--- config.mk ---
export PLATFORM = sky130hd
export DESIGN_NAME = spm_accumulate
export DESIGN_NICKNAME = d
export VERILOG_FILES = /design/src/verilog/lac_pkg.sv /design/src/verilog/spm_accumulate.sv
export SDC_FILE = /design/constraint.sdc
export NUM_CORES = 1
export LEC_CHECK = 0
export BUFFER_PORTS_ARGS = -buffer_cell sky130_fd_sc_hd__buf_2
export CELL_PAD_IN_SITES_DETAIL_PLACEMENT = 1
export CELL_PAD_IN_SITES_GLOBAL_PLACEMENT = 1
export CORE_UTILIZATION = 44
export CTS_BUF_LIST = sky130_fd_sc_hd__clkbuf_8
export CTS_CLUSTER_DIAMETER = 80
export DETAILED_ROUTE_END_ITERATION = 8
export PLACE_DENSITY = 0.94
export SLEW_MARGIN = 20
export SYNTH_ARGS = -nofsm -noshare
export SYNTH_HDL_FRONTEND = slang
export SYNTH_SLANG_ARGS = --single-unit
--- constraint.sdc ---
create_clock -name clk -period 2.2 [get_ports clk]
set_input_delay 0.11 -clock clk [delete_from_list [all_inputs] [get_ports clk]]
set_output_delay 0.11 -clock clk [all_outputs]
set_load 0.005 [all_outputs]
--- src/verilog/lac_pkg.sv ---
package lac_pkg;

    // --------------------
    // LAC arithmetic
    // --------------------

    // modulus of the LAC scheme
    localparam int lac_q = 251;

    // one coefficient reduced modulo lac_q
    localparam int coeff_width = 8;

    // lane sums are sized for up to this many lanes
    localparam int max_core_num = 16;

    // --------------------
    // coefficient types
    // --------------------

    typedef logic [coeff_width-1:0] coeff_t;

    // even index in the low byte, odd index in the high byte
    typedef logic [2*coeff_width-1:0] coeff_pair_t;

    // unreduced sum of up to max_core_num corrected coefficients
    typedef logic [coeff_width+$clog2(max_core_num)-1:0] lane_sum_t;

endpackage

--- src/verilog/spm_accumulate.sv ---
`timescale 1ns/10ps

module spm_accumulate
    import lac_pkg::*;
#(
    parameter int n        = 1024,
    parameter int core_num = 4
)
(
    input  logic                                  clk,
    input  logic                                  arst_n,
    input  logic [core_num*$bits(coeff_pair_t)-1:0] terms,
    input  logic                                  first_pass,
    input  logic                                  acc_rd_start,
    input  logic                                  acc_wr_start,
    input  coeff_pair_t                           res_rd_data_int,
    output logic [$clog2(n/2)-1:0]                res_rd_addr_int,
    output logic                                  res_wr_en,
    output logic [$clog2(n/2)-1:0]                res_wr_addr,
    output coeff_pair_t                           res_wr_data,
    output logic                                  pass_end
);

    localparam int stages = $clog2(core_num);

    typedef logic [$clog2(n/2)-1:0] word_addr_t;
    // two reduced coefficients added together
    typedef logic [coeff_width:0] coeff_sum_t;

    localparam word_addr_t last_word = word_addr_t'(n / 2 - 1);

    lane_sum_t lane_sum [2];
    lane_sum_t red [2][stages+1];
    coeff_t reduced [2];
    coeff_t part [2];
    coeff_sum_t add_q [2];
    coeff_t wr_coeff [2];

    function automatic lane_sum_t cond_sub(lane_sum_t x, lane_sum_t m);
        return (x >= m) ? x - m : x;
    endfunction

    // --------------------
    // datapath
    // --------------------

    always_comb
    begin
        for (int half = 0; half < 2; half++)
        begin
            lane_sum[half] = '0;
            for (int lane = 0; lane < core_num; lane++)
                lane_sum[half] = lane_sum[half]
                    + lane_sum_t'(terms[(2*lane+half)*coeff_width +: coeff_width]);
            reduced[half] = coeff_t'(red[half][stages]);
            // result RAM holds stale data until the first pass has written it
            part[half] = first_pass ? '0 : res_rd_data_int[half*coeff_width +: coeff_width];
            wr_coeff[half] = (add_q[half] >= coeff_sum_t'(lac_q))
                ? coeff_t'(add_q[half] - coeff_sum_t'(lac_q)) : coeff_t'(add_q[half]);
        end
    end

    // stage s takes off lac_q * 2^(stages-s), leaving a value below lac_q
    always_ff @(posedge clk)
    begin
        for (int half = 0; half < 2; half++)
        begin
            red[half][0] <= lane_sum[half];
            for (int s = 1; s <= stages; s++)
                red[half][s] <= cond_sub(red[half][s-1], lane_sum_t'(lac_q) << (stages - s));
            add_q[half] <= coeff_sum_t'(reduced[half]) + coeff_sum_t'(part[half]);
        end
    end

    assign res_wr_data = {wr_coeff[1], wr_coeff[0]};

    // --------------------
    // sweep addresses
    // --------------------

    always_ff @(posedge clk or negedge arst_n)
    begin
        if (!arst_n)
        begin
            res_rd_addr_int <= '0;
            res_wr_en <= 1'b0;
            res_wr_addr <= '0;
            pass_end <= 1'b0;
        end
        else
        begin
            res_rd_addr_int <= acc_rd_start ? '0 : res_rd_addr_int + 1'b1;
            pass_end <= res_wr_en && (res_wr_addr == last_word);
            if (acc_wr_start)
            begin
                res_wr_en <= 1'b1;
                res_wr_addr <= '0;
            end
            else if (res_wr_en)
            begin
                res_wr_en <= (res_wr_addr != last_word);
                res_wr_addr <= res_wr_addr + 1'b1;
            end
        end
    end

    // each write sweep reaches the last word before the next pass starts its own
    a_sweep_done : assert property (@(posedge clk) disable iff (!arst_n)
        acc_wr_start |-> !res_wr_en);

endmodule

# Yosys cells after proc, flatten, opt, wreduce, memory -nomap -nowiden
# Memory sizes are Yosys's and may differ from the RTL's.
# Index checks and enable logic that the tools add are counted.
totals:
  regBits: 20
  mem_bits_rw: 88
  wordCells: 45
  n_memories: 2
mem_list:
  columns: ["name", "depth", "width", "rd", "rd_clocked_by_memory_dff", "wr", "line_no", "text"]
  rows:
  - ["red", 2, 35, 2, 0, 2, "spm_accumulate.sv:33", "lane_sum_t red [2][stages+1];"]
  - ["add_q", 2, 9, 2, 0, 2, "spm_accumulate.sv:36", "coeff_sum_t add_q [2];"]
classes:
  addsub: 16
  n_lt_le_gt_ge: 6
  n_eq_ne: 2
  muxes: 13
  reduce_logical: 2
op_table:
  columns: ["cell", "count"]
  rows:
  - ["$mux W12", 4]
  - ["$add A8 B8 Y9", 4]
  - ["$mux W8", 4]
  - ["$mux W9", 3]
  - ["$ge A12 B8 Y1 const B", 2]
  - ["$ge A12 B9 Y1 const B", 2]
  - ["$sub A12 B8 Y12 const B", 2]
  - ["$sub A12 B9 Y12 const B", 2]
  - ["$add A10 B8 Y11", 2]
  - ["$add A9 B8 Y10", 2]
  - ["$add A9 B1 Y9 const B", 2]
  - ["$ge A9 B8 Y1 const B", 2]
  - ["$sub A8 B8 Y8 const B", 2]
  - ["$eq A9 B9 Y1 const B", 1]
  - ["$ne A9 B9 Y1 const B", 1]
  - ["$mux W1", 2]
  - ["$reduce_bool A2 Y1", 1]
  - ["$logic_and A1 B1 Y1", 1]

# Depth between registers and ports, before layout
depth:
  word_depth: 3
  depth_mapped: 10

# Worst setup path after synthesis
# OpenSTA, ideal clock, no wires.
synth_timing:
  kind: "input -> register"
  from: "input terms[9]"
  to: "memory red[1][33] (netlist name)"
  setup_ns: 0.114
  arrival_time_ns: 2.498
  path_slack_ns: -0.412
  stages: 10
  n_path_buf: 0
  path_cell_list: "inv_1 > fa_1 > inv_1 > fa_1 > ha_1 > fa_1 > a211oi_1 > o21a_1 > o21bai_1 > a21o_1"
synth_lines:
  columns: ["element", "line_no", "text"]
  rows:
  - ["start, declared", "spm_accumulate.sv:12", "input logic [core_num*$bits(coeff_pair_t)-1:0] terms,"]
  - ["end, declared", "spm_accumulate.sv:33", null]

==> metrics.md <==
| Metric | Value |
|---|---|
| Status | `complete, but fails checks` |
| Violations in the final reports | `setup timing` |
| Vias after detailed routing | `4996` |
| Post-route ant nets | `0` |
| Ys async rst share | `about a fifth` |
| Synth Flop Type | `dfxtp_1` |
| Non-filler cells in the finished layout | `974` |
| Initial Utilization | `45.43%` |
| Yosys top cell by area | `dfxtp_1` |
| Mapped Avg Cell Area | `9.330 um2` |
| Switch Pwr | `3351 uW` |
| Yosys synthesis warning count | `0` |
| Std-Cell Core Area | `0.01335 mm2` |
| DR pass1 iterations | `4` |
| Final Skew | `15.19 ps` |
| # diodes | `0` |
| Flop2flop setup slack | `400 ps` |
| EDFF count, synth | `0` |
| Initial antenna violation count | `0` |
| Width of the die | `119.4 um` |
| Worst R2R Start | `red[1][0]` |
| Pins Over Slew Limit | `0` |
| Comb pwr share | `45.4%` |
| IO Port Bufs | `between 100 and 150` |
| Fmax achieved | `~0.45 GHz` |
| Area delta synth->final | `21.37%` |
| Clock power share | `16.7%` |
| Placement Setup Slack | `-484.0 ps` |
| Row count | `42` |
| Worst reg2reg path depth | `7` |
| Worst Hold Class | `in -> reg` |
| Worst hold start | `acc_rd_start` |
| Top cells by area, synth | `dfxtp_1, fa_1, ha_1, dfrtp_1, inv_1` |
| Slew HR | `65.80%` |
| Avg WL per Cell | `13.78 um` |
| Number of global-route vias before repair | `between 5000 and 6000` |
| Die Area | `0.01426 mm2` |
| Pwr dens | `between 1000 and 1500 mW/mm2` |
| Leak | `0.003599 uW` |
| Hold Path Depth | `2` |
| Worst vdd ir | `approximately 380 uV` |
| Root buffer cell | `clkbuf_8` |
| Clock sinks | `98` |
| Remaining DRCs | `0` |
| Final HPWL DP | `about 11000 um` |
| Reg power frac | `37.9%` |
| IO Count | `roughly 120` |
| Internal | `~5300 uW` |
| Crit path DAT | `2470 ps` |
| H-tree lvl count | `3` |
| TritonCTS clock tree | `built` |
| Largest net degree at the start of global routing | `21` |
| GRT Total Usage | `approximately 20%` |
| Die Ht | `119.4 um` |
| Clock Pin Slew Worst Setup and Hold Paths | `100 ps` |
| Sequential share of the synthesized area | `34.00%` |
| Num CTS Buffers | `9` |
| Netlist cell types | `56` |
| Mapped Area | `0.006065 mm2` |
| Top-area cell type share of the netlist area | `25.75%` |
| Final Hold Vio Count | `0` |
| Drt total wl | `13420 um` |
| RSZ-0062 raised after global routing | `yes` |
| Global-route wire length before repair | `approximately 23000 um` |
| Yosys reg bits | `98` |
| Final setup margin | `-15.53 ps` |
| Final setup violating endpoints | `3` |
| Nets | `955` |
| Post-synthesis cell count | `650` |
| Share of layout cells above drive strength 1 | `23.56%` |
| Tcrit/Tclk final | `100.7%` |
| Clk Latency, worst-skew pair | `roughly 370 ps` |
| Final-layout fill cell count | `1611` |
| GPL Wtd Cong | `0.8422` |
| Crit-path max FO | `3` |
| Crit. End Element | `register` |
| Startpoint Class | `input pin` |
| DRT iter0 DRCs | `approximately 210` |
| GRT Residual Overflow | `0` |
| Final min period | `2216 ps` |
| Cell total after placement | `953` |
| RR Endpoint | `add_q[0][17]` |
| Max-cap violations | `0` |
| Worst-Margin Slew | `just over 500 ps` |
| Hold Path Sink | `res_rd_addr_int[2]` |
| Worst-case clock buffer depth | `2` |
| Sw frac | `38.55%` |
| Crit path kind | `in -> reg` |
| Vias per cell | `between 5 and 6` |
| CP Data Required Time | `~2500 ps` |
[cells by family after synthesis]
| kind of cell | synth area share (%) |
|---|---|
| simple gates | 13.53 |
| buf+inv | 6.746 |
| fa+ha+maj | 20.09 |
| xor+xnor | 6.932 |
| other cells | 0.06183 |
| flops | 34.00 |
| mux | 1.692 |
| compound gates | 16.94 |
[critical path: stages]
cell,delay [ps]
buf_6,90
fa_1,500
fa_1,570
ha_4,210
fa_2,410
a211oi_2,270
nor2_1,70
o21ai_1,170
a21boi_2,70
[layout make-up]
cell class / count / area [um2] / area share, %
Sequential cell: 98 / 2062 / 28.01
Multi-Input combinational cell: 447 / 3656 / 49.67
Clock buffer: 9 / 123.9 / 1.683
Clock inverter: 7 / 133.9 / 1.819
Timing Repair Buffer: 145 / 812.0 / 11.03
Tap cell: 176 / 220.2 / 2.992
Inverter: 92 / 352.8 / 4.793
[sequential cells by signal (all words and copies together), names as in the netlist]
name	cells
res_wr_en	1
add_q	18
red	60
res_wr_addr	9
pass_end	1
res_rd_addr_int	9
[worst max-delay path by stage]
stage | start | end | slack, ps | cells after the start
after floorplan | terms[9] | red[1][33] | -200 | 10
after global placement | terms[9] | red[1][33] | -390 | 11
after detailed placement | terms[9] | red[1][33] | -480 | 11
after CTS | terms[9] | red[1][33] | 5 | 11
after global routing | terms[33] | red[0][31] | -80 | 9
final | terms[33] | red[0][31] | -20 | 9
[power by group through the flow]
stage | Clock (uW) | Combinational (uW) | Sequential (uW)
after floorplan | 0 | 2940 | 3000
after global placement | 0 | 3620 | 3270
after detailed placement | 0 | 3880 | 3320
after CTS | 1480 | 3940 | 3280
after global routing | 1570 | 4480 | 3420
final | 1450 | 3950 | 3300
[synthesized netlist by cell type, types with 5 or more instances]
master,number
inv_1,92
dfxtp_1,78
nor2_1,47
ha_1,43
o21ai_0,39
fa_1,34
a21oi_1,32
xnor2_1,27
xor2_1,21
dfrtp_1,20
nor2b_1,19
nand2_1,17
nand3_1,16
a21o_1,13
o21ai_1,11
o31ai_1,11
and3_1,10
clkbuf_1,9
nand4_1,9
a211oi_1,8
nand2b_1,8
o21a_1,8
nor3_1,7
mux2_1,5
o211ai_1,5
[stage by stage]
step / hold slack (ps) / power (uW) / area [um2] / util [%] / setup TNS (ps)
floorplan: -185.6 / 5939 / 6106 / - / -497.8
global placement: 84.38 / 6887 / 7013 / 52.54 / -2605
detailed placement: 91.97 / 7206 / 7013 / 52.54 / -3664
CTS: 10.35 / 8696 / 7318 / 54.83 / 0
global route: 17.81 / 9466 / 7361 / 55.15 / -332.3
finish: 14.35 / 8693 / 7361 / 55.15 / -34.13
[metal layers]
layer	routed length [um]	track usage, %
met5	0	0
met4	285	6.563
met3	418	3.400
met2	7098	37.54
met1	5617	22.94
[placed cells by master, fill, tap and decap left out, types with 4 or more instances in the layout]
cell type | synthesis | final
a211oi_2 | 0 | 5
a21o_1 | 13 | 13
a21oi_1 | 32 | 32
a31oi_1 | 4 | 4
and3_1 | 10 | 10
buf_2 | 3 | 118
buf_4 | 2 | 22
bufinv_16 | 0 | 4
clkbuf_8 | 0 | 9
dfrtp_1 | 20 | 20
dfxtp_1 | 78 | 78
fa_1 | 34 | 32
ha_1 | 43 | 41
inv_1 | 92 | 90
mux2_1 | 5 | 5
nand2_1 | 17 | 17
nand2b_1 | 8 | 8
nand3_1 | 16 | 16
nand4_1 | 9 | 9
nor2_1 | 47 | 45
nor2b_1 | 19 | 19
nor3_1 | 7 | 7
o2111ai_1 | 4 | 4
o211ai_1 | 5 | 5
o21a_1 | 8 | 8
o21ai_0 | 39 | 35
o21ai_1 | 11 | 15
o31a_1 | 4 | 4
o31ai_1 | 11 | 11
xnor2_1 | 27 | 27
xor2_1 | 21 | 21
[timing repair]
item	CTS	global route
cloned	0	0
hold buffers	3	0
gates resized for setup	3	13
pin swaps	2	9
endpoints found under the setup margin	3	7
buffers inserted	1	1
hold endpoints to repair	22	0
Power figures use the tool's default switching activity.
