--- src/verilog/spm_sequencer.sv ---
`timescale 1ns/10ps

module spm_sequencer
#(
    parameter int n        = 1024,
    parameter int h        = 256,
    parameter int core_num = 4
)
(
    input  logic                            clk,
    input  logic                            arst_n,
    input  logic                            start,
    input  logic                            pass_end,
    output logic                            busy,
    output logic                            done,
    output logic                            load_pos,
    output logic                            negate_pass,
    output logic [$clog2(n)-1:0]            pair_index,
    output logic                            first_pass,
    output logic                            acc_rd_start,
    output logic                            acc_wr_start,
    output logic [$clog2(h/core_num)-1:0]   pos_rd_addr
);

    localparam int num_passes = h / core_num;

    // bit i of the strobe chain is high i+1 cycles after a pass kick
    localparam int chain_len       = 9;
    localparam int tap_load_pos    = 1;
    localparam int tap_index_clear = 3;
    localparam int tap_rd_start    = 6;
    localparam int tap_wr_start    = 8;

    typedef enum logic [1:0] {st_idle, st_run, st_done} seq_state_t;
    typedef logic [$clog2(num_passes)-1:0] pass_cnt_t;
    typedef logic [$clog2(n)-1:0] idx_t;

    seq_state_t state;
    pass_cnt_t pass_cnt;
    logic last_pass;
    logic kick;
    logic [chain_len-1:0] strobe_sr;

    assign last_pass = (pass_cnt == pass_cnt_t'(num_passes - 1));

    // a pass begins on start or when a pass that is not the last one ends
    assign kick = start | (pass_end & ~last_pass);

    assign busy = (state != st_idle);
    assign done = (state == st_done);
    assign pos_rd_addr = pass_cnt;

    // passes at or beyond h/2 use the negative coefficients
    assign negate_pass = (int'(pass_cnt) * core_num) >= (h / 2);

    assign load_pos = strobe_sr[tap_load_pos];
    assign acc_rd_start = strobe_sr[tap_rd_start];
    assign acc_wr_start = strobe_sr[tap_wr_start];

    // --------------------
    // run control
    // --------------------

    always_ff @(posedge clk or negedge arst_n)
    begin
        if (!arst_n)
        begin
            state <= st_idle;
            pass_cnt <= '0;
            first_pass <= 1'b0;
        end
        else
        begin
            case (state)
                st_idle:
                    if (start)
                        state <= st_run;
                st_run:
                    if (pass_end && last_pass)
                        state <= st_done;
                default:
                    state <= st_idle;
            endcase

            if (start)
            begin
                pass_cnt <= '0;
                first_pass <= 1'b1;
            end
            else if (pass_end)
            begin
                pass_cnt <= pass_cnt + 1'b1;
                first_pass <= 1'b0;
            end
        end
    end

    // --------------------
    // pipeline strobes
    // --------------------

    always_ff @(posedge clk or negedge arst_n)
    begin
        if (!arst_n)
        begin
            strobe_sr <= '0;
            pair_index <= '0;
        end
        else
        begin
            strobe_sr <= {strobe_sr[chain_len-2:0], kick};
            // index 0 meets the first lane word three cycles after load_pos
            if (strobe_sr[tap_index_clear])
                pair_index <= '0;
            else if (busy)
                pair_index <= pair_index + idx_t'(2);
        end
    end

    a_start_idle : assert property (@(posedge clk) disable iff (!arst_n) start |-> !busy);

    // the accumulator ends passes only while a run is in progress
    a_pass_end_run : assert property (@(posedge clk) disable iff (!arst_n)
        pass_end |-> (state == st_run));

endmodule

--- config.mk ---
export PLATFORM = sky130hd
export DESIGN_NAME = spm_sequencer
export DESIGN_NICKNAME = d
export VERILOG_FILES = /design/src/verilog/spm_sequencer.sv
export SDC_FILE = /design/constraint.sdc
export NUM_CORES = 1
export LEC_CHECK = 0
export BUFFER_PORTS_ARGS = -buffer_cell sky130_fd_sc_hd__buf_2
export CAP_MARGIN = 20
export CORE_ASPECT_RATIO = 2
export CORE_MARGIN = 2
export CORE_UTILIZATION = 30
export DETAILED_ROUTE_END_ITERATION = 6
export PLACE_DENSITY = 0.46
export SYNTH_ARGS = -nofsm -noshare
export SYNTH_HDL_FRONTEND = slang
export SYNTH_SLANG_ARGS = --single-unit
--- constraint.sdc ---
create_clock -name clk -period 1.75 [get_ports clk]
set_input_delay 0.0875 -clock clk [delete_from_list [all_inputs] [get_ports clk]]
set_output_delay 0.0875 -clock clk [all_outputs]
set_load 0.03 [all_outputs]
**Word level (Yosys, flattened, before mapping)**

Index checks and enable logic that the tools add are counted.

- Register bits: 28
- Input bits: 4
- Word-level logic and storage cells: 31

- Add/subtract/negate cells: 2
- Order comparisons: 1
- Eq/ne operators: 5
- Muxes and demuxes: 9
- Bitwise gates (word level): 3
- Reduce and logical (&&, ||, !) cells: 6

Operators with widths:

| cell | number |
|---|---|
| 2-to-1 mux 10 bit | 2 |
| 2-to-1 mux 6 bit | 2 |
| adder 10 x 2 -> 10 bit, second input constant | 1 |
| >= comparator 8 bit, second input constant | 1 |
| adder 6 x 1 -> 6 bit, second input constant | 1 |
| equality test 6 bit, second input constant | 1 |
| nonzero test 2 bit | 3 |
| 2-to-1 mux 2 bit | 2 |
| != test 2 bit, second input constant | 2 |
| case mux 2 bit (2 select lines) | 1 |
| equality test 2 x 1 -> 1 bit, second input constant | 1 |
| equality test 2 bit, second input constant | 1 |
| zero test 2 bit | 1 |
| 2-to-1 mux 1 bit | 2 |
| AND reduction 2 bit | 1 |
| AND 1 bit | 1 |
| logical AND 1 bit | 1 |
| NOT 1 bit | 1 |
| bitwise OR 1 bit | 1 |

**Longest topological paths before layout**

Gate-level depths: netlist of the first run.

- Depth in word-level cells: 4
- Gate-level depth with buffers: 4

**Least setup slack after synthesis of the first run**

OpenSTA, ideal clock, no wires.

- Kind: register -> register
- Start point: reg pair_index[1]
- End point: reg pair_index[9]
- Setup time: 0.078 ns
- Arrival: 1.397 ns
- Required time: 1.672 ns
- Path slack: 0.275 ns
- Cell stages (with the launch flop): 5
- Buffers on the path: 0
- Cell sequence: dfrtp_1 ha_1 o2111ai_2 or3_1 a21oi_1

- Cells in the longest elaborated chain, start to end: 3

RTL lines:

| element | line | source |
|---|---|---|
| from (decl) | 18 | `output logic [$clog2(n)-1:0] pair_index,` |
| from (signal assigned) | 116 | `pair_index <= pair_index + idx_t'(2);` |
| adder 10 x 2 -> 10 bit | 116 |  |
| 2-to-1 mux 10 bit | 115 | `else if (busy)` |
| 2-to-1 mux 10 bit | 113 | `if (strobe_sr[tap_index_clear])` |

No other way between the ends. The select of a mux whose other input is x is not followed.
A chain may end at the register's enable or synchronous reset.

**Worst setup path after layout of the first run**

- Start point: reg state[0]
- End point: out busy

- Cells in the longest elaborated chain, start to end: 1

RTL lines:

| element | line | source |
|---|---|---|
| from (decl) | 38 | `seq_state_t state;` |
| from (signal assigned) | 68 | `state <= st_idle;` |
| from (signal assigned) | 77 | `state <= st_run;` |
| from (signal assigned) | 80 | `state <= st_done;` |
| nonzero test 2 bit | 49 | `assign busy = (state != st_idle);` |
| to (decl) | 14 | `output logic busy,` |

No other way between the ends.

==> flow_summary.rst, run 1 <==
.. list-table::
   :header-rows: 1

   * - Metric
     - Value
   * - Outcome
     - completed
   * - Category of the worst setup path capture point
     - primary output
   * - Setup TNS after final layout
     - 0 ns
   * - Max_cap viols
     - 0
   * - Routed wire length
     - 2.17 mm
   * - Starting Density
     - 0.313
   * - Standard-cell rows
     - 31
   * - Clock tree sinks
     - 27
   * - Post-synth net total
     - 110
   * - Data required time of the critical path
     - 1.66 ns
   * - Clk pin slew, worst setup/hold paths
     - 0.10 ns
   * - Global-route usage over all layers
     - 0.116
   * - Quantity of hold-fixing buffers added after cts
     - 1
   * - Worst r2r dst
     - pair_index[9]
   * - Clock Root Buffer
     - sky130_fd_sc_hd__clkbuf_8
   * - Element type at the critical path start
     - flip-flop
   * - Total of buffers placed on input and output ports
     - 25
   * - RSZ-0062 raised after global routing
     - false
   * - Beginning of the worst hold path
     - start
   * - DIE WIDTH
     - 47.6 µm
   * - R2r startpoint
     - state[0]
   * - TritonCTS clock tree
     - done
   * - Worst Hold Class
     - input pin to flip-flop
   * - Vias per std cell
     - 4.72
   * - Max stage delay on crit path
     - 0.50 ns
   * - Cell-by-cell listing of the critical path
     - nor2_1 -> inv_1 -> buf_2
   * - Largest driver fanout on the critical path
     - 9
   * - WHS Path Cells
     - 2
   * - Max_slew headroom
     - 0.611
   * - Clock H-tree levels
     - 1
   * - Synthesized cell area
     - 1140 µm²
   * - Boundary pin count
     - 27
   * - Most common cell in the synthesized netlist
     - sky130_fd_sc_hd__dfrtp_1
   * - Final design area excluding fillers
     - 1340 µm²
   * - Register-to-register path setup slack
     - 0.41 ns
   * - Filler Cells Inserted
     - 412
   * - Number of vias in the routed layout
     - 826
   * - Library cell occupying the most area in the post-synthesis netlist
     - sky130_fd_sc_hd__dfrtp_1
   * - CTS Buf Count
     - 3
   * - Syn. warnings
     - 0
   * - Post-detailed-route wirelength per cell
     - 12.4 µm
   * - Cell depth of the worst flop-to-flop path
     - 3
   * - Number of design rule violations left after detail routing
     - 0
   * - Sequential share of the synthesized area
     - 0.593
   * - Fraction of final layout cells sized beyond drive strength 1
     - 0.246
   * - Number of synthesized flops with an enable pin
     - 0
   * - Placed Instance Area
     - 1280 µm²
   * - Floorplan die height
     - 91.2 µm
   * - Syn Area/Cell
     - 11.1 µm²
   * - Most used flip-flop cell after synthesis
     - sky130_fd_sc_hd__dfrtp_1
   * - Max Freq
     - 735 MHz
   * - Number of setup violations in the final report
     - 0
   * - Fin crit period
     - 1.36 ns
   * - Final Slew Violations
     - 0
   * - Data arrival time of the critical path
     - 1.27 ns
   * - Critical Path Slowest Stage Cell
     - sky130_fd_sc_hd__dfrtp_1
   * - Register bit total from synthesis
     - 27
   * - Post-CTS sizing
     - 0
   * - Number of antenna diodes
     - 0
   * - Path type of the worst setup path
     - flip-flop to primary output
   * - Hold path endpoint
     - pos_rd_addr[5]
   * - Clock latency reported for the late side of the worst-skew pair
     - 0.28 ns
   * - Number of cells produced by synthesis
     - 103
   * - Iteration-0 DRC Markers
     - 10
   * - Hold slack final
     - 0.0809 ns
   * - Final count of hold timing violations
     - 0
   * - Measured slew at the worst slew-check pin
     - 0.583 ns
   * - Number of setup buffers added after CTS
     - 0
   * - Layout-stage area growth over the synthesis result
     - 17.7%
   * - Share of the synthesized area in the top cell type
     - 0.593
   * - GRT overflow
     - 0
   * - First-pass GRT wire length
     - 3.60 mm
   * - Deepest clock path buffer count
     - 2
   * - Global placer's final weighted congestion
     - 0.689
   * - Router iterations before antenna repair
     - 4
   * - Antenna Nets Post-Route
     - 0
   * - Maximum number of pins on one net before global-route repair
     - 28
   * - Die area
     - 4340 µm²
   * - Top cells by instance count after synthesis
     - 27 x sky130_fd_sc_hd__dfrtp_1, 11 x sky130_fd_sc_hd__nor2_1, 7 x sky130_fd_sc_hd__a21oi_1, 6 x sky130_fd_sc_hd__inv_1, 6 x sky130_fd_sc_hd__o21ai_0
   * - Via count of the first global-routing pass
     - 817
   * - Fraction of registers with async set or reset after synthesis
     - 1.00
   * - Nets
     - 134
   * - Final HPWL DP
     - 1.63 mm
   * - Max VDD drop
     - 457 µV
   * - PD cells
     - 829 nW/µm²
   * - Initial antenna violation count
     - 0
   * - Cell leakage power
     - 0.622 nW
   * - Skew final
     - 0.00305 ns
   * - Placeable Area
     - 3650 µm²
   * - Synth cell types
     - 28
   * - Leading post-synthesis cells by cell area
     - sky130_fd_sc_hd__dfrtp_1 59%, sky130_fd_sc_hd__xor2_1 3.8%, sky130_fd_sc_hd__nor2_1 3.6%
   * - Period utilization
     - 0.777
==> how the worst max path moves through the flow <==
| stage | startpoint | end | slack, ns | cells after the start |
|---|---|---|---|---|
| CTS | state[0] | busy | 0.35 | 3 |
| global placement | state[0] | pair_index[9] | 0.43 | 3 |
| detailed placement | state[0] | pair_index[9] | 0.41 | 3 |
| floorplan | pair_index[1] | pair_index[9] | 0.28 | 4 |
| global route | pair_index[1] | pair_index[9] | 0.29 | 4 |
| finish | state[0] | busy | 0.39 | 3 |
==> stage by stage <==
step	worst slack, ns	cells	power, mW	utilization
floorplan	0.275	103	0.723	-
global placement	0.429	170	0.754	0.351
detailed placement	0.414	170	0.756	0.351
CTS	0.355	175	1.14	0.368
global route	0.291	175	1.18	0.368
finish	0.390	175	1.11	0.368
==> area by class of cell <==
type                    instances  area (µm²)  share of cell area
inverters                       6        22.5              0.0168
clock inverters                 1        8.76             0.00653
multi-input cells              63         397               0.296
repair buffers                 26         135               0.101
well taps                      49        61.3              0.0457
clock buffers                   3        41.3              0.0308
flip-flops and latches         27         676               0.504
==> layout by cell type, fill, tap and decap left out <==
cell type | Yosys | routed
sky130_fd_sc_hd__or4_1 | 2 | 2
sky130_fd_sc_hd__o2111ai_2 | 1 | 1
sky130_fd_sc_hd__and3_1 | 1 | 1
sky130_fd_sc_hd__inv_6 | 0 | 1
sky130_fd_sc_hd__ha_1 | 3 | 3
sky130_fd_sc_hd__xnor2_1 | 2 | 2
sky130_fd_sc_hd__a21oi_1 | 7 | 7
sky130_fd_sc_hd__nand3_1 | 2 | 2
sky130_fd_sc_hd__nor4_1 | 1 | 1
sky130_fd_sc_hd__o31a_1 | 1 | 1
sky130_fd_sc_hd__xor2_1 | 5 | 5
sky130_fd_sc_hd__nor2_1 | 11 | 11
sky130_fd_sc_hd__conb_1 | 1 | 1
sky130_fd_sc_hd__o211ai_2 | 1 | 1
sky130_fd_sc_hd__inv_1 | 6 | 6
sky130_fd_sc_hd__a21o_1 | 2 | 2
sky130_fd_sc_hd__buf_2 | 0 | 25
sky130_fd_sc_hd__mux2i_1 | 1 | 1
sky130_fd_sc_hd__dlygate4sd3_1 | 0 | 1
sky130_fd_sc_hd__dfrtp_1 | 27 | 27
sky130_fd_sc_hd__o21ai_0 | 6 | 6
sky130_fd_sc_hd__clkbuf_8 | 0 | 3
sky130_fd_sc_hd__o21ai_1 | 1 | 1
sky130_fd_sc_hd__o31ai_1 | 2 | 2
sky130_fd_sc_hd__or3_1 | 4 | 4
sky130_fd_sc_hd__nand2_1 | 5 | 5
sky130_fd_sc_hd__nor2b_1 | 1 | 1
sky130_fd_sc_hd__nand4_1 | 3 | 3
==> state kept, by name, summed over array words and instances, names as in the netlist <==
name,count
strobe_sr,9
pair_index,9
state,2
first_pass,1
pos_rd_addr,6
==> power by group <==
part / total [mW] / internal [mW] / switching [mW]
Clock: 0.371 / 0.167 / 0.203
Combinational: 0.0832 / 0.0235 / 0.0597
Sequential: 0.658 / 0.642 / 0.0162
Total: 1.11 / 0.833 / 0.279
==> cell families after synthesis <==
logic type,synth area share
other,0.00329
adders and majority gates,0.0329
and+or+nand+nor,0.130
buffers and inverters,0.0593
muxes,0.00878
AOI/OAI and AO/OA,0.120
DFF,0.593
xor gates and xnor gates,0.0538
==> metal layers <==
metal / track usage / up-vias / part of all wire
met3: 0.0199 / 5 / 0.045
li1: - / 392 / -
met5: 0 / - / 0
met1: 0.123 / 402 / 0.38
met4: 0.0608 / 0 / 0.025
met2: 0.200 / 27 / 0.55
==> worst max-delay path: cells and delay by family, from the launching register on <==
family	cells	cell delay, ns
buf+inv	2	0.24
simple gates	1	0.26
flops	1	0.50
(Power assumes the default switching activity.)
==> run 2, diff against run 1 <==
Settings changed: ABC_AREA from default to 1.
Clock period 1.75 ns to 1.39 ns, I/O delays scaled along.
==> run 2 against run 1 <==
  * Area after synthesis rose by 0.55%
  * Worst hold slack got worse by 0.0077 ns
  * Combinational power rose by 79%
  * Register-to-register slack lost 0.24 ns
  * Global-route usage increased by 0.74 points
  * Critical endpoint unchanged
  * Highest routed layer unchanged
==> flow_summary.rst, run 2 <==
.. list-table::
   :header-rows: 1

   * - Metric
     - Value
   * - Post-synth net total
     - 134
   * - Skew final
     - 0.00132 ns
   * - Worst slack at placement
     - 0.158 ns
   * - Data required time of the critical path
     - 1.32 ns
   * - Clock H-tree levels
     - 1
   * - Filler Cells Inserted
     - 413
   * - Category of the worst setup path capture point
     - primary output
   * - Floorplan die height
     - 91.4 µm
   * - Vias per std cell
     - 4.27
   * - Number of antenna diodes
     - 0
   * - Fraction of registers with async set or reset after synthesis
     - 1.00
   * - Post-CTS sizing
     - 0
   * - Fraction of the mapped netlist area in compound gates
     - 0.0721
   * - Adder and majority cell fraction of the synthesized area
     - 0.0328
   * - Number of vias in the routed layout
     - 876
   * - Number of design rule violations left after detail routing
     - 0
   * - Share of the synthesized area in the top cell type
     - 0.590
   * - Syn Area/Cell
     - 9.02 µm²
   * - Worst path setup slack after routing
     - 0.0903 ns
   * - Final HPWL DP
     - 1.74 mm
   * - Most common cell after layout, fill and taps aside
     - sky130_fd_sc_hd__dfrtp_1
   * - Starting Density
     - 0.314
   * - Die area
     - 4360 µm²
   * - Clock latency reported for the late side of the worst-skew pair
     - 0.27 ns
   * - Leading post-synthesis cells by cell area
     - sky130_fd_sc_hd__dfrtp_1 59%, sky130_fd_sc_hd__nand2_1 8.5%, sky130_fd_sc_hd__inv_1 6.2%
   * - Clock Root Buffer
     - sky130_fd_sc_hd__clkbuf_8
   * - Outcome
     - completed
   * - Number of standard cells in the layout, taps in and fillers out
     - 205
   * - Max Freq
     - 769 MHz
   * - First-pass GRT wire length
     - 3.91 mm
   * - Antenna Nets Post-Route
     - 0
   * - Number of synthesized flops with an enable pin
     - 0
   * - Top library cells by usage in the layout, fill and taps aside
     - 27 x sky130_fd_sc_hd__dfrtp_1, 26 x sky130_fd_sc_hd__nand2_1, 25 x sky130_fd_sc_hd__buf_2, 19 x sky130_fd_sc_hd__inv_1, 18 x sky130_fd_sc_hd__nor2_1
   * - PD cells
     - 1040 nW/µm²
   * - Number of cells produced by synthesis
     - 127
   * - Final Slew Violations
     - 0
   * - Global placer's final weighted congestion
     - 0.719
   * - Max_slew headroom
     - 0.604
   * - Max VDD drop
     - 642 µV
   * - Router iterations before antenna repair
     - 2
   * - Share of the synthesized netlist area taken by xor and xnor gates
     - 0
   * - RSZ-0062 raised after global routing
     - false
   * - Fin crit period
     - 1.30 ns
   * - Final design area excluding fillers
     - 1390 µm²
   * - Largest driver fanout on the critical path
     - 4
   * - Post-detailed-route wirelength per cell
     - 11.0 µm
   * - Synth cell types
     - 16
   * - Measured slew at the worst slew-check pin
     - 0.594 ns
   * - Top cells by instance count after synthesis
     - 27 x sky130_fd_sc_hd__dfrtp_1, 26 x sky130_fd_sc_hd__nand2_1, 19 x sky130_fd_sc_hd__inv_1, 18 x sky130_fd_sc_hd__nor2_1, 8 x sky130_fd_sc_hd__a21oi_1
   * - Nets
     - 164
   * - Global-route usage over all layers
     - 0.123
   * - Clock tree sinks
     - 27
   * - Via count of the first global-routing pass
     - 881
   * - Number of setup buffers added after CTS
     - 0
   * - Element type at the critical path start
     - flip-flop
   * - Standard-cell rows
     - 31
   * - Most common cell in the synthesized netlist
     - sky130_fd_sc_hd__dfrtp_1
   * - Setup TNS after final layout
     - 0 ns
   * - DIE WIDTH
     - 47.7 µm
   * - Sequential share of the synthesized area
     - 0.590
   * - Initial antenna violation count
     - 0
   * - Register-to-register path setup slack
     - 0.17 ns
   * - Max_cap viols
     - 0
   * - Number of setup violations in the final report
     - 0
   * - Path type of the worst setup path
     - flip-flop to primary output
   * - Cell leakage power
     - 0.744 nW
   * - Period utilization
     - 0.935
   * - Data arrival time of the critical path
     - 1.23 ns
   * - Placed Instance Area
     - 1320 µm²
   * - Synthesized cell area
     - 1150 µm²
   * - Syn. warnings
     - 0
   * - Most used flip-flop cell after synthesis
     - sky130_fd_sc_hd__dfrtp_1
   * - Worst Hold Class
     - input pin to flip-flop
   * - Placeable Area
     - 3650 µm²
   * - Layout-stage area growth over the synthesis result
     - 21.4%
   * - Multiplexer share of the synthesized area
     - 0
   * - Clk pin slew, worst setup/hold paths
     - 0.09 ns
   * - Boundary pin count
     - 27
   * - Cell Count Post-Placement
     - 199
   * - Final count of hold timing violations
     - 0
   * - TritonCTS clock tree
     - done
   * - Synth Area in Simple Gates
     - 0.230
   * - Iteration-0 DRC Markers
     - 4
   * - Routed wire length
     - 2.25 mm
   * - Total of buffers placed on input and output ports
     - 25
   * - Deepest clock path buffer count
     - 2
   * - Maximum number of pins on one net before global-route repair
     - 28
   * - Fraction of final layout cells sized beyond drive strength 1
     - 0.205
   * - Combinational family with the most area after synthesis
     - simple AND/OR/NAND/NOR gates
   * - GRT overflow
     - 0
   * - Library cell occupying the most area in the post-synthesis netlist
     - sky130_fd_sc_hd__dfrtp_1
   * - Register bit total from synthesis
     - 27
   * - CTS Buf Count
     - 3
-- run 2: cell types whose count changed in the layout (fill, tap and decap cells not counted), moves of 3 or more --
cell and change:
sky130_fd_sc_hd__nand2_1 +21, sky130_fd_sc_hd__inv_1 +13, sky130_fd_sc_hd__nor2_1 +7, sky130_fd_sc_hd__xor2_1 -5
sky130_fd_sc_hd__or3_1 -4, sky130_fd_sc_hd__nor2_4 +3, sky130_fd_sc_hd__nand3_1 +5
-- run 2: worst paths after layout --
path | startpoint | end | cells after the start
max | state[0] | busy | 3
min | pass_end | state[1] | 3
max reg2reg | pos_rd_addr[1] | state[0] | 6
min reg2reg | strobe_sr[0] | strobe_sr[1] | 0
max in group asynchronous | arst_n | pair_index[5] | 2
min in group asynchronous | arst_n | strobe_sr[5] | 2
-- run 2: cell families (layout without fill, tap and decap cells) --
group                    Yosys count  after routing
other                              1              1
buffers and inverters             21             50
adder cells (fa/ha/maj)            3              3
AND/OR/NAND/NOR                   59             59
flip-flops                        27             27
AO/OA/AOI/OAI                     16             16
-- run 2: routing by layer --
metal,up-vias,global-route usage,share of wire
met5,-,0,0
li1,456,-,-
met2,26,0.206,0.53
met3,6,0.0258,0.049
met1,388,0.137,0.40
met4,0,0.0608,0.024
-- run 2: area by class of cell --
class,count,area (µm²),area share
Clock buffer,3,41.3,0.0297
Sequential cell,27,676,0.486
Inverter,19,71.3,0.0513
Clock inverter,1,8.76,0.00629
Multi-Input combinational cell,79,388,0.279
Timing Repair Buffer,27,145,0.104
Tap cell,49,61.3,0.0441
-- run 2: worst max-delay path, stage by stage (launching register included) --
cell and delay, ns:
sky130_fd_sc_hd__dfrtp_1 0.44, sky130_fd_sc_hd__nor2_4 0.21, sky130_fd_sc_hd__inv_1 0.11, sky130_fd_sc_hd__buf_2 0.19
-- run 2: timing repair --
item,CTS,global route
endpoints found under the setup margin,0,0
hold buffers,2,0
hold endpoints to repair,29,0
-- run 2: stage by stage --
stage	util	hold slack, ns	power, mW
2_1_floorplan	-	-0.226	0.941
3_3_place_gp	0.362	0.120	0.994
3_5_place_dp	0.362	0.115	0.997
4_1_cts	0.382	0.0676	1.47
5_1_grt	0.382	0.0816	1.53
6_report	0.382	0.0732	1.45
-- run 2: power by group --
part | switching (mW) | total, mW | internal (mW)
clock | 0.256 | 0.466 | 0.211
sequential | 0.0196 | 0.832 | 0.812
combinational | 0.108 | 0.149 | 0.0411
==> run 3, diff against run 2 <==
Settings changed: PLACE_DENSITY 0.46 to 0.47.
Clock period 1.39 ns to 1.1 ns, I/O delays scaled along.
==> run 3 against run 2 <==
  * The flow now finishes with violations (setup timing)
  * Flip-flop and latch count stayed put
  * Critical path depth is 5 higher
  * Register-to-register slack worse by 0.20 ns
  * Worst hold slack better by 0.012 ns
  * Count of clock-buffer cells in the layout stayed put
  * Utilization is 5.8 points higher
  * Non-clock buffer count is 11 higher
  * Die area stayed put
  * First-iteration DRC count grew to 3.5 times the previous value
  * Clock power is 22% higher
  * Combinational power is 72% higher
  * Setup slack worse by 0.12 ns
  * Critical endpoint is now pair_index[6]
==> flow_summary.rst, run 3 (synthesis gave the netlist of run 2 again) <==
.. list-table::
   :header-rows: 1

   * - Metric
     - Value
   * - Outcome
     - complete, but fails checks
   * - Violations in the final reports
     - setup timing
   * - Path type of the worst setup path
     - flip-flop to flip-flop
   * - Cell-by-cell listing of the critical path
     - nor2_4 -> buf_6 -> nor2_4 -> nand3_2 -> nand2_2 -> nand2_1 -> nand2_1 -> inv_1
   * - Data arrival time of the critical path
     - 1.31 ns
   * - First-pass GRT wire length
     - 4.32 mm
   * - R2r startpoint
     - state[1]
   * - TritonCTS clock tree
     - done
   * - Number of design rule violations left after detail routing
     - 0
   * - WP buf/inv
     - 2
   * - Boundary pin count
     - 27
   * - WHS Path Cells
     - 3
   * - Max_cap viols
     - 0
   * - Cell Count Post-Placement
     - 202
   * - DIE WIDTH
     - 47.7 µm
   * - Final Slew Violations
     - 0
   * - Routed wire length
     - 2.46 mm
   * - GRT overflow
     - 0
   * - Setup TNS after final layout
     - -0.0805 ns
   * - Worst Hold Class
     - input pin to flip-flop
   * - Global-route usage over all layers
     - 0.135
   * - Number of vias in the routed layout
     - 971
   * - Critical Path Slowest Stage Cell
     - sky130_fd_sc_hd__dfrtp_1
   * - Period utilization
     - 1.03
   * - Clk pin slew, worst setup/hold paths
     - 0.09 ns
   * - Iteration-0 DRC Markers
     - 14
   * - Max VDD drop
     - 838 µV
   * - Via count of the first global-routing pass
     - 1003
   * - Total of buffers placed on input and output ports
     - 25
   * - Starting Density
     - 0.314
   * - Layout-stage area growth over the synthesis result
     - 39.7%
   * - Clock tree sinks
     - 27
   * - Cell leakage power
     - 0.799 nW
   * - Initial antenna violation count
     - 0
   * - PD cells
     - 1180 nW/µm²
   * - Number of standard cells in the layout, taps in and fillers out
     - 216
   * - Skew final
     - 0.00260 ns
   * - Final design area excluding fillers
     - 1600 µm²
   * - Fraction of final layout cells sized beyond drive strength 1
     - 0.419
   * - Placeable Area
     - 3650 µm²
   * - Worst path depth
     - 8
   * - Largest driver fanout on the critical path
     - 5
   * - Clock latency reported for the late side of the worst-skew pair
     - 0.27 ns
   * - Vias per std cell
     - 4.50
   * - Worst path setup slack after routing
     - -0.0325 ns
   * - Clock H-tree levels
     - 1
   * - Placed Instance Area
     - 1380 µm²
   * - Die area
     - 4360 µm²
   * - Floorplan die height
     - 91.4 µm
   * - Final HPWL DP
     - 1.83 mm
   * - Fin crit period
     - 1.13 ns
   * - Filler Cells Inserted
     - 397
   * - Hold slack final
     - 0.0855 ns
   * - Data required time of the critical path
     - 1.28 ns
   * - Standard-cell rows
     - 31
   * - Maximum number of pins on one net before global-route repair
     - 28
   * - Most common cell after layout, fill and taps aside
     - sky130_fd_sc_hd__nand2_1
   * - Cell depth of the worst flop-to-flop path
     - 8
   * - Router iterations before antenna repair
     - 3
   * - Number of antenna diodes
     - 0
   * - Power, Total
     - 1.88 mW
   * - Hold path endpoint
     - state[1]
   * - Category of the worst setup path capture point
     - flip-flop
   * - Top library cells by usage in the layout, fill and taps aside
     - 24 x sky130_fd_sc_hd__nand2_1, 23 x sky130_fd_sc_hd__buf_2, 20 x sky130_fd_sc_hd__dfrtp_1, 15 x sky130_fd_sc_hd__inv_1, 14 x sky130_fd_sc_hd__nor2_1
   * - Max stage delay on crit path
     - 0.41 ns
   * - CTS Buf Count
     - 3
   * - Post-detailed-route wirelength per cell
     - 11.4 µm
   * - Number of setup violations in the final report
     - 3
   * - Element type at the critical path start
     - flip-flop
   * - Deepest clock path buffer count
     - 2
   * - Max Freq
     - 883 MHz
   * - CP top delay family
     - simple AND/OR/NAND/NOR gates
   * - Final count of hold timing violations
     - 0
   * - Worst r2r dst
     - pair_index[6]
   * - Antenna Nets Post-Route
     - 0
   * - Clock Root Buffer
     - sky130_fd_sc_hd__clkbuf_8
   * - Register-to-register path setup slack
     - -0.03 ns
   * - Beginning of the worst hold path
     - pass_end
   * - RSZ-0062 raised after global routing
     - true
   * - Global placer's final weighted congestion
     - 0.745
   * - Nets
     - 175
## run 3: what timing repair did
item	4_1_cts	5_1_grt
pin swaps	10	8
buffers inserted	6	2
endpoints found under the setup margin	5	18
gates resized for setup	16	11
endpoints found under the hold margin	29	0
hold buffers	2	0
## run 3: power breakdown
| group | internal [mW] | switching [mW] |
|---|---|---|
| clock network | 0.257 | 0.311 |
| registers | 1.03 | 0.0305 |
| logic | 0.0971 | 0.159 |
## run 3: through the flow
step,setup WS [ns],util
floorplan,-0.0449,-
finish,-0.0325,0.439
detailed placement,-0.0289,0.379
global route,-0.147,0.439
CTS,-0.0314,0.424
global placement,0.0115,0.379
## run 3: routing by layer
| metal | GRT usage | wire (µm) |
|---|---|---|
| met2 | 0.243 | 1370 |
| met3 | 0.0239 | 103 |
| met5 | 0 | 0 |
| met4 | 0.0541 | 49 |
| met1 | 0.139 | 937 |
## run 3: cell type report
class                           count  area [µm²]  share of cell area
Multi-Input combinational cell     79         488               0.305
Inverter                           19        71.3              0.0445
Sequential cell                    27         684               0.427
Timing Repair Buffer               38         248               0.155
Clock buffer                        3        41.3              0.0258
Clock inverter                      1        7.51             0.00469
Tap cell                           49        61.3              0.0383
## run 3: tightest hold or removal path: stages
cell	delay, ns
sky130_fd_sc_hd__buf_2	0.14
sky130_fd_sc_hd__nand2_2	0.09
sky130_fd_sc_hd__nor2_1	0.04
## run 3: worst max path at each step
stage | startpoint | end
after floorplan | pos_rd_addr[0] | state[0]
after global placement | pos_rd_addr[0] | state[0]
after detailed placement | pos_rd_addr[0] | state[0]
after CTS | pair_index[1] | pair_index[7]
after global routing | pair_index[1] | pair_index[7]
final | state[1] | pair_index[6]
